<file path="src/design/rvSerialPkg.sv">
`default_nettype none

package rvSerialPkg;

    // Bus and register widths
    localparam int addrWidth = 16;
    localparam int xLen = 32;
    localparam int byteWidth = 8;
    localparam int regIdxWidth = 4;
    // Each register takes four bytes of RAM
    localparam int regBytes = 4;

    // Execution starts here after reset
    localparam logic [addrWidth-1:0] resetPc = 16'h2000;
    // x0 sits at this byte address, x15 ends at 63
    localparam logic [addrWidth-1:0] regFileBase = '0;

    // Major opcodes, instruction bits 6:2
    localparam logic [4:0] opLui = 5'b01101;
    localparam logic [4:0] opOpImm = 5'b00100;
    localparam logic [4:0] opOp = 5'b01100;

    // Write-back starts at one byte in, so only 24 shifts follow
    localparam logic [4:0] wordPreset = 5'd8;

    // Encoding is {bit 30, funct3} straight from the instruction
    typedef enum logic [3:0] {
        aluAdd = 4'b0000,
        aluSub = 4'b1000,
        aluXor = 4'b0100,
        aluOr  = 4'b0110,
        aluAnd = 4'b0111
    } aluOp_e;

    // I-format fields, also the source of rs2 and bit 30
    typedef struct packed {
        logic [11:0] imm;
        logic [4:0]  rs1;
        logic [2:0]  funct3;
        logic [4:0]  rd;
        logic [6:0]  opcode;
    } iFormat_s;

    // U-format fields for LUI
    typedef struct packed {
        logic [19:0] upperImm;
        logic [4:0]  rd;
        logic [6:0]  opcode;
    } uFormat_s;

    typedef union packed {
        iFormat_s iView;
        uFormat_s uView;
    } insnWord_u;

    typedef struct packed {
        logic                   isLui;
        logic                   isAluOp;
        // Operand two is the immediate instead of rs2
        logic                   isAluImm;
        aluOp_e                 aluOp;
        logic [regIdxWidth-1:0] rs1Idx;
        logic [regIdxWidth-1:0] rs2Idx;
        logic [regIdxWidth-1:0] rdIdx;
        logic [xLen-1:0]        immediate;
    } decodedInsn_s;

    // Core to memory
    typedef struct packed {
        logic [addrWidth-1:0] address;
        logic [byteWidth-1:0] dataWrite;
        logic                 writeEnable;
        logic                 strobe;
    } memReq_s;

    // Memory to core
    typedef struct packed {
        logic [byteWidth-1:0] dataRead;
        logic                 ready;
    } memRsp_s;

    // Sequencer commands for the shifter and its counter
    typedef struct packed {
        logic shiftEn;
        // X top bit comes from the ALU, otherwise X rotates
        logic xFromAlu;
        // Y top bit comes from X bit 0, otherwise Y rotates
        logic yFromX;
        logic loadByte;
        logic loadImmX;
        logic loadImmY;
        // Also restarts the shift counter for a new pass
        logic clearCarry;
    } shiftCtrl_s;

endpackage

`default_nettype wire

</file>
<file path="src/design/coreSequencer.sv">
`timescale 1ns/1ps
`default_nettype none

module coreSequencer
    import rvSerialPkg::*;
(
    input  logic            cpuSignals,
    input  logic            rstN,
    input  memRsp_s         memRsp,
    input  decodedInsn_s    decoded,
    input  logic [xLen-1:0] xReg,
    input  logic            byteDone,
    input  logic            wordDone,
    output memReq_s         memReq,
    output shiftCtrl_s      shiftCtrl,
    output logic            fetchByteEn,
    output logic            presetWord
);

    typedef enum logic [1:0] {
        stFetch,
        stDispatch,
        stRead,
        stWrite
    } seqState_e;

    seqState_e            state;
    logic [addrWidth-1:0] pc;
    logic [addrWidth-1:0] memAddr;
    logic                 memStrobe;
    logic                 memWe;
    // Pass mode selects rs2 into Y or rs1 through the ALU
    logic                 yFromXR;
    logic                 xFromAluR;
    // Kicks off eight shifts after a byte transfer
    logic                 shiftStart;
    logic                 isDispatch;
    logic                 passIdle;
    logic                 passDone;
    logic                 rdIsZero;

    // Byte address of a register in RAM
    function automatic logic [addrWidth-1:0] regAddr(input logic [regIdxWidth-1:0] idx);
        return regFileBase + addrWidth'(idx) * addrWidth'(regBytes);
    endfunction

    assign isDispatch = state == stDispatch;
    // No transfer or shift pending and the counter at a byte boundary
    assign passIdle = !memStrobe && !shiftStart && byteDone;
    assign passDone = (state == stRead) && passIdle && wordDone;
    assign rdIsZero = decoded.rdIdx == '0;

    always_comb begin
        shiftCtrl.xFromAlu = xFromAluR;
        shiftCtrl.yFromX = yFromXR;
        // Shift until the next byte boundary
        shiftCtrl.shiftEn = shiftStart
            || (((state == stRead) || (state == stWrite)) && !byteDone);
        shiftCtrl.loadByte = (state == stRead) && memStrobe && memRsp.ready;
        shiftCtrl.loadImmX = isDispatch && decoded.isLui;
        shiftCtrl.loadImmY = isDispatch && decoded.isAluOp && decoded.isAluImm;
        // Both operand passes start with a clean carry
        shiftCtrl.clearCarry = (isDispatch && decoded.isAluOp) || (passDone && yFromXR);
        presetWord = !rdIsZero
            && ((isDispatch && decoded.isLui) || (passDone && !yFromXR));
    end

    assign fetchByteEn = (state == stFetch) && memStrobe && memRsp.ready;

    assign memReq.address = memAddr;
    assign memReq.dataWrite = xReg[byteWidth-1:0];
    assign memReq.writeEnable = memWe;
    assign memReq.strobe = memStrobe;

    always_ff @(posedge cpuSignals) begin
        if (!rstN) begin
            state <= stFetch;
            pc <= resetPc;
            memAddr <= resetPc;
            memStrobe <= 1'b0;
            memWe <= 1'b0;
            yFromXR <= 1'b0;
            xFromAluR <= 1'b0;
            shiftStart <= 1'b0;
        end else begin
            if (shiftCtrl.shiftEn) begin
                shiftStart <= 1'b0;
            end
            case (state)
                stFetch: begin
                    if (memStrobe && memRsp.ready) begin
                        memStrobe <= 1'b0;
                        pc <= pc + 1'b1;
                        // Fourth byte in
                        if (pc[1:0] == 2'b11) begin
                            state <= stDispatch;
                        end
                    end else if (!memStrobe && !memRsp.ready) begin
                        memAddr <= pc;
                        memStrobe <= 1'b1;
                    end
                end
                stDispatch: begin
                    if (decoded.isLui && !rdIsZero) begin
                        memAddr <= regAddr(decoded.rdIdx);
                        memWe <= 1'b1;
                        state <= stWrite;
                    end else if (decoded.isAluOp) begin
                        // Immediate is already in Y, so go straight to rs1
                        xFromAluR <= decoded.isAluImm;
                        yFromXR <= !decoded.isAluImm;
                        memAddr <= regAddr(decoded.isAluImm ? decoded.rs1Idx : decoded.rs2Idx);
                        state <= stRead;
                    end else begin
                        // Unsupported or LUI to x0
                        state <= stFetch;
                    end
                end
                stRead: begin
                    if (memStrobe && memRsp.ready) begin
                        memStrobe <= 1'b0;
                        memAddr <= memAddr + 1'b1;
                        shiftStart <= 1'b1;
                    end else if (passDone) begin
                        if (yFromXR) begin
                            // With rs2 in Y bring rs1 through the ALU
                            yFromXR <= 1'b0;
                            xFromAluR <= 1'b1;
                            memAddr <= regAddr(decoded.rs1Idx);
                        end else begin
                            xFromAluR <= 1'b0;
                            if (rdIsZero) begin
                                state <= stFetch;
                            end else begin
                                memAddr <= regAddr(decoded.rdIdx);
                                memWe <= 1'b1;
                                state <= stWrite;
                            end
                        end
                    end else if (passIdle && !wordDone && !memRsp.ready) begin
                        memStrobe <= 1'b1;
                    end
                end
                stWrite: begin
                    if (memStrobe && memRsp.ready) begin
                        memStrobe <= 1'b0;
                        memAddr <= memAddr + 1'b1;
                        // Counter wrapped before the last byte went out
                        if (wordDone) begin
                            memWe <= 1'b0;
                            state <= stFetch;
                        end else begin
                            shiftStart <= 1'b1;
                        end
                    end else if (passIdle && !memRsp.ready) begin
                        memStrobe <= 1'b1;
                    end
                end
                default: begin
                    state <= stFetch;
                end
            endcase
        end
    end

    // Request is frozen until memory answers
    assert property (@(posedge cpuSignals) disable iff (!rstN)
        memReq.strobe && !memRsp.ready |=> $stable(memReq));

    // Instruction fetch is read only
    assert property (@(posedge cpuSignals) disable iff (!rstN)
        (state == stFetch) && memReq.strobe |-> !memReq.writeEnable);

endmodule

`default_nettype wire

</file>
<file path="src/design/insnDecoder.sv">
`timescale 1ns/1ps
`default_nettype none

module insnDecoder
    import rvSerialPkg::*;
(
    input  insnWord_u    insn,
    output decodedInsn_s decoded
);

    logic       isFull;
    logic [4:0] majorOp;
    logic       isOpImm;
    logic       isOpReg;
    // funct7 must be zero or the SUB pattern
    logic       regFunctOk;
    logic [3:0] rawOp;

    always_comb begin
        // Low opcode bits are 11 for every 32-bit instruction
        isFull = insn.iView.opcode[1:0] == 2'b11;
        majorOp = insn.iView.opcode[6:2];
        isOpImm = isFull && (majorOp == opOpImm);
        isOpReg = isFull && (majorOp == opOp);
        regFunctOk = (insn.iView.imm[11] == 1'b0) && (insn.iView.imm[9:5] == 5'b00000);

        // Bit 30 belongs to the immediate in OP-IMM so it is dropped there
        rawOp = {isOpReg && insn.iView.imm[10], insn.iView.funct3};

        decoded.isLui = isFull && (majorOp == opLui);
        decoded.isAluImm = isOpImm;
        // Shifts and compares are not supported and fall through as no-ops
        decoded.isAluOp = (isOpImm || (isOpReg && regFunctOk))
            && (rawOp inside {aluAdd, aluSub, aluXor, aluOr, aluAnd});
        decoded.aluOp = aluOp_e'(rawOp);

        // Only sixteen registers, the index MSB is ignored
        decoded.rs1Idx = insn.iView.rs1[regIdxWidth-1:0];
        decoded.rs2Idx = insn.iView.imm[regIdxWidth-1:0];
        decoded.rdIdx = insn.iView.rd[regIdxWidth-1:0];

        if (decoded.isLui) begin
            // Upper 20 bits, low 12 zero
            decoded.immediate = {insn.uView.upperImm, 12'b0};
        end else begin
            // Sign-extended 12-bit immediate
            decoded.immediate = {{20{insn.iView.imm[11]}}, insn.iView.imm};
        end
    end

endmodule

`default_nettype wire

</file>
<file path="src/design/insnFetchBuffer.sv">
`timescale 1ns/1ps
`default_nettype none

module insnFetchBuffer
    import rvSerialPkg::*;
(
    input  logic                 cpuSignals,
    input  logic                 rstN,
    input  logic                 fetchByteEn,
    input  logic [byteWidth-1:0] dataRead,
    output insnWord_u            insn
);

    // Raw instruction bits while they arrive
    logic [xLen-1:0] buffer;

    // Bytes enter at the top and move down
    // After four reads the first byte sits in bits 7:0
    always_ff @(posedge cpuSignals) begin
        if (!rstN) begin
            // All zero decodes as a no-op
            buffer <= '0;
        end else if (fetchByteEn) begin
            buffer <= {dataRead, buffer[xLen-1:byteWidth]};
        end
    end

    // Decoder picks its own view of the same word
    assign insn = buffer;

endmodule

`default_nettype wire

</file>
<file path="src/design/rvSerialCore.sv">
`timescale 1ns/1ps
`default_nettype none

module rvSerialCore
    import rvSerialPkg::*;
(
    input  logic    cpuSignals,
    input  logic    rstN,
    output memReq_s memReq,
    input  memRsp_s memRsp
);

    insnWord_u       insn;
    decodedInsn_s    decoded;
    shiftCtrl_s      shiftCtrl;
    logic [xLen-1:0] xReg;
    logic            byteDone;
    logic            wordDone;
    logic            fetchByteEn;
    logic            presetWord;

    // Steps every instruction and owns the bus
    coreSequencer sequencer0 (
        .cpuSignals (cpuSignals),
        .rstN       (rstN),
        .memRsp     (memRsp),
        .decoded    (decoded),
        .xReg       (xReg),
        .byteDone   (byteDone),
        .wordDone   (wordDone),
        .memReq     (memReq),
        .shiftCtrl  (shiftCtrl),
        .fetchByteEn(fetchByteEn),
        .presetWord (presetWord)
    );

    insnFetchBuffer fetchBuffer0 (
        .cpuSignals (cpuSignals),
        .rstN       (rstN),
        .fetchByteEn(fetchByteEn),
        .dataRead   (memRsp.dataRead),
        .insn       (insn)
    );

    insnDecoder decoder0 (
        .insn   (insn),
        .decoded(decoded)
    );

    // X and Y with the one-bit ALU
    serialDatapath datapath0 (
        .cpuSignals(cpuSignals),
        .shiftCtrl (shiftCtrl),
        .aluOp     (decoded.aluOp),
        .immediate (decoded.immediate),
        .dataRead  (memRsp.dataRead),
        .xReg      (xReg)
    );

    shiftCounter counter0 (
        .cpuSignals(cpuSignals),
        .rstN      (rstN),
        .shiftCtrl (shiftCtrl),
        .presetWord(presetWord),
        .byteDone  (byteDone),
        .wordDone  (wordDone)
    );

endmodule

`default_nettype wire

</file>
<file path="src/design/serialDatapath.sv">
`timescale 1ns/1ps
`default_nettype none

module serialDatapath
    import rvSerialPkg::*;
(
    input  logic                 cpuSignals,
    input  shiftCtrl_s           shiftCtrl,
    input  aluOp_e               aluOp,
    input  logic [xLen-1:0]      immediate,
    input  logic [byteWidth-1:0] dataRead,
    output logic [xLen-1:0]      xReg
);

    // The only two working registers of the core
    logic [xLen-1:0] xQ;
    logic [xLen-1:0] yQ;
    // Add carry or subtract borrow between bits
    logic            carry;
    logic            aluBit;
    logic            aluCarry;

    // One-bit ALU on the two LSBs, LSB first
    always_comb begin
        case (aluOp)
            aluAdd: begin
                {aluCarry, aluBit} = 2'(xQ[0]) + 2'(yQ[0]) + 2'(carry);
            end
            aluSub: begin
                // Borrow shows up as bit 1 of the two-bit difference
                {aluCarry, aluBit} = 2'(xQ[0]) - 2'(yQ[0]) - 2'(carry);
            end
            aluXor: begin
                aluBit = xQ[0] ^ yQ[0];
                aluCarry = 1'b0;
            end
            aluOr: begin
                aluBit = xQ[0] | yQ[0];
                aluCarry = 1'b0;
            end
            aluAnd: begin
                aluBit = xQ[0] & yQ[0];
                aluCarry = 1'b0;
            end
            default: begin
                aluBit = 1'b0;
                aluCarry = 1'b0;
            end
        endcase
    end

    always_ff @(posedge cpuSignals) begin
        // X gets an immediate, a memory byte or a shift
        if (shiftCtrl.loadImmX) begin
            xQ <= immediate;
        end else if (shiftCtrl.loadByte) begin
            xQ[byteWidth-1:0] <= dataRead;
        end else if (shiftCtrl.shiftEn) begin
            xQ <= {shiftCtrl.xFromAlu ? aluBit : xQ[0], xQ[xLen-1:1]};
        end

        // Y follows X when collecting rs2, else it rotates
        if (shiftCtrl.loadImmY) begin
            yQ <= immediate;
        end else if (shiftCtrl.shiftEn) begin
            yQ <= {shiftCtrl.yFromX ? xQ[0] : yQ[0], yQ[xLen-1:1]};
        end

        if (shiftCtrl.clearCarry) begin
            carry <= 1'b0;
        end else if (shiftCtrl.shiftEn && shiftCtrl.xFromAlu) begin
            carry <= aluCarry;
        end
    end

    assign xReg = xQ;

endmodule

`default_nettype wire

</file>
<file path="src/design/shiftCounter.sv">
`timescale 1ns/1ps
`default_nettype none

module shiftCounter
    import rvSerialPkg::*;
(
    input  logic       cpuSignals,
    input  logic       rstN,
    input  shiftCtrl_s shiftCtrl,
    input  logic       presetWord,
    output logic       byteDone,
    output logic       wordDone
);

    // Bits shifted in the current pass
    logic [4:0] count;
    // Set once the count wraps past 31
    logic       wrapped;

    always_ff @(posedge cpuSignals) begin
        if (!rstN) begin
            count <= '0;
            wrapped <= 1'b0;
        end else if (presetWord) begin
            // Write-back pass skips the shifts for the first byte
            count <= wordPreset;
            wrapped <= 1'b0;
        end else if (shiftCtrl.clearCarry) begin
            // Operand pass starts from zero
            count <= '0;
            wrapped <= 1'b0;
        end else if (shiftCtrl.shiftEn) begin
            count <= count + 5'd1;
            if (count == 5'd31) begin
                wrapped <= 1'b1;
            end
        end
    end

    // Eight shifts done since the last boundary
    assign byteDone = count[2:0] == 3'b000;
    assign wordDone = wrapped;

    // Every commanded shift moves the count by one
    assert property (@(posedge cpuSignals) disable iff (!rstN)
        shiftCtrl.shiftEn |=> count == $past(count) + 5'd1);

endmodule

`default_nettype wire

</file>
<file path="config.mk">
export PLATFORM = sky130hd
export DESIGN_NAME = rvSerialCore
export DESIGN_NICKNAME = d
export VERILOG_FILES = /design/src/design/rvSerialPkg.sv /design/src/design/coreSequencer.sv /design/src/design/insnDecoder.sv /design/src/design/insnFetchBuffer.sv /design/src/design/rvSerialCore.sv /design/src/design/serialDatapath.sv /design/src/design/shiftCounter.sv
export SDC_FILE = /design/constraint.sdc
export NUM_CORES = 1
export LEC_CHECK = 0
export ABC_AREA = 1
export BUFFER_PORTS_ARGS = -buffer_cell sky130_fd_sc_hd__buf_2
export CELL_PAD_IN_SITES_DETAIL_PLACEMENT = 0
export CELL_PAD_IN_SITES_GLOBAL_PLACEMENT = 1
export CORE_MARGIN = 2
export CORE_UTILIZATION = 51
export CTS_BUF_LIST = sky130_fd_sc_hd__clkbuf_4
export CTS_CLUSTER_DIAMETER = 100
export CTS_CLUSTER_SIZE = 40
export DETAILED_ROUTE_END_ITERATION = 16
export GPL_TIMING_DRIVEN = 0
export PLACE_DENSITY = 0.86
export SYNTH_ARGS = -nofsm -noshare
export SYNTH_HDL_FRONTEND = slang
export SYNTH_SLANG_ARGS = --single-unit
</file>
<file path="constraint.sdc">
create_clock -name cpuSignals -period 4.5 [get_ports cpuSignals]
set_clock_uncertainty 0.2 [all_clocks]
set_input_delay 0.9 -clock cpuSignals [delete_from_list [all_inputs] [get_ports cpuSignals]]
set_output_delay 0.9 -clock cpuSignals [all_outputs]
set_load 0.05 [all_outputs]
</file>
==> results.cfg <==
[global_routing]
grt.total_usage_pct = 24.1
grt_max_degree = 33
grt_overflow = 0
grt_pass1_wl_um = 27900
first_global_vias = 5662
antenna_found_initial = 0

[logic_synthesis]
ys_seq_elements = 142
syn_inst = 893
syn_area_per_cell_um2 = 7.96
synth.distinct_cells = 44
ys_seq_area_share_pct = 49.0
synth_area_um2 = 7110
synth_nets = 915
yosys_warnings = 0
yosys_most_used_dff = dfxtp_1
synth_enable_flop_cells = 64
async_flop_share_pct = 0

[final_layout]
layout-drive-gt1-share_pct = 13.4
fin_cells = 1141
layout.nets = 970
final_core_util_pct = 56.7
final_cell_mix = 198 x nand2_1, 109 x inv_1, 100 x nor2_1, 78 x dfxtp_1, 75 x o21ai_0
areaGrowthSynthToFinish_pct = 9.49
antennaDiodeCount = 0
final_common_cell = nand2_1

[floorplan]
start_util_pct = 51.8
die-area_um2 = 14900
die_y_um = 122
io_pins = 37
rows = 43
fp.dieW_um = 122
core-area_um2 = 13700

[cts]
postCtsSetupBuffers = 0
cts_tree = done
cts.repair.resized = 0
clock_latency_ns = 0.54
cts_num_sinks = 142
clk_pin_slew_ns = 0.13
cts-root-buf = clkbuf_4
htreeDepth = 4
cts_buffer_depth = 2
cts_hold_buf = 0
cts_buffers = 17

[worst_setup_path]
cpMaxStageDelayCell = nand2_1
slowest_delay_ns = 0.75
cp.required_ns = 4.29
crit_type = flip-flop to flip-flop
crit_fanout = 32
crit_path_frequent_cell = nand3_2
critPathTopFamily = simple AND/OR/NAND/NOR gates
critical_path_buf_inv_count = 1
end_kind = flip-flop
crit_arrival_ns = 2.82
cp-start-kind = flip-flop
crit_chain = nand3_2 > nand3_1 > nand3_2 > nand4_4 > buf_2 > nand2_1

[drt]
drt_iter0_drc = 442
via_count = 5942
ant_nets = 0
viasPerCell = 5.21
drcViolationCount = 0
wirelength_um = 17100
wl_per_cell_um = 15.0
first_pass_iters = 5

[power_and_ir_drop]
clock_power_share_pct = 24.2
switchingPower_uw = 1170
ir_drop_mv = 0.365
comb_power_share_pct = 25.5
sw_frac_of_total_pct = 37.6
power.internal_uw = 1950
seq_power_share_pct = 50.3
power-per-cell-area_nw_per_um2 = 402
p_leak_uw = 0.00329

[place]
numPortBuffers = 35
gp_congestion = 0.866
place_ws_ns = 1.46
dp_cells = 1109
hpwlAfterDp_um = 12500

[timing]
setup-tns-final_ns = 0
timing.slew.headroom_pct = 15.7
worst_pin_slew_ns = 1.26
timing.final.ws_setup_ns = 1.47
timing.final.crit_period_ns = 3.03
finalCritPeriodShare_pct = 67.2
drv_slew = 0
fmax_ghz = 0.330
rsz0062_at_grt = false
hold_violations = 0
setup_viol = 0

[run_status]
status = finished, final reports clean

[worst_hold_path]
hold_path.class = flip-flop to flip-flop

[job]
cap_violations = 0
[layer usage]
layer	vias up	GRT usage, %	part of all wire [%]	routed length, um
met5	-	0	0	0
met4	0	7.33	1.9	328
met3	21	5.24	4.9	834
met2	140	38.6	46	7800
met1	2750	32.7	48	8170
li1	3031	-	-	-
[sequential cells by signal (all words and copies together) (netlist names)]
register / cells
sequencer0.pc: 16
sequencer0.memStrobe: 1
counter0.count: 5
sequencer0.shiftStart: 1
sequencer0.xFromAluR: 1
sequencer0.memWe: 1
datapath0.carry: 1
fetchBuffer0.insn: 32
counter0.wordDone: 1
sequencer0.state: 2
datapath0.xReg: 32
datapath0.yQ: 32
sequencer0.yFromXR: 1
sequencer0.memAddr: 16
[worst paths after layout]
kind / from / endpoint / slack, ns / cells after the start
setup / recovery: fetchBuffer0.insn[30] / datapath0.yQ[18] / 1.47 / 6
hold reg to reg: fetchBuffer0.insn[2] / fetchBuffer0.insn[2] / 0.29 / 2
hold / removal: fetchBuffer0.insn[2] / fetchBuffer0.insn[2] / 0.29 / 2
setup reg to reg: fetchBuffer0.insn[30] / datapath0.yQ[18] / 1.47 / 6
[cell families after synthesis]
logic type                 synth area share [%]
xor gates and xnor gates                  0.493
buffers and inverters                      9.72
and+or+nand+nor                            24.4
muxes                                     0.141
adders and majority gates                  2.15
AOI/OAI and AO/OA                          14.1
DFF                                        49.0
[through the flow]
stage	total power [uW]	hold WS (ns)	instance area, um2
after global routing	3300	0.316	7780
after global placement	2380	0.254	7510
after floorplan	2170	0.238	7110
after detailed placement	2390	0.267	7530
final	3130	0.286	7780
after CTS	3140	0.284	7780
[final cells by class]
type	count	area (um2)
Clock inverter	14	120
Tap cell	180	225
Sequential cell	142	3480
Inverter	116	438
Timing Repair Buffer	36	190
Multi-Input combinational cell	592	2940
Buffer	43	253
Clock buffer	18	135
Fill cell	1330	5940
[cells in the mapped netlist (all sizes together) (2+ instances only)]
cell / count / area share [%]
nand2: 203 / 11
inv: 116 / 6.2
nor2: 113 / 7.2
o21ai: 97 / 6.9
dfxtp: 78 / 22
a21oi: 76 / 5.5
edfxtp: 64 / 27
nand3: 42 / 3.3
buf: 25 / 2.6
clkbuf: 18 / 0.95
nand4: 11 / 1.2
nor3: 11 / 0.99
a22oi: 9 / 0.95
ha: 9 / 1.6
nand3b: 3 / 0.32
o22ai: 3 / 0.26
fa: 2 / 0.56
xnor2: 2 / 0.25
xor2: 2 / 0.25
[worst register-to-register path, delay by kind of cell, from the launching register on]
kind	cells	cell delay, ns
AND/OR/NAND/NOR	5	1.44
flip-flops	1	0.58
buffers and inverters	1	0.25
[power by group through the flow]
stage | registers [uW] | logic [uW] | clock network (uW)
6_report | 1570 | 797 | 757
3_3_place_gp | 1590 | 783 | 0
4_1_cts | 1570 | 798 | 778
3_5_place_dp | 1600 | 794 | 0
2_1_floorplan | 1710 | 463 | 0
5_1_grt | 1590 | 882 | 831
No activity file was read; power rests on OpenSTA's default activity.
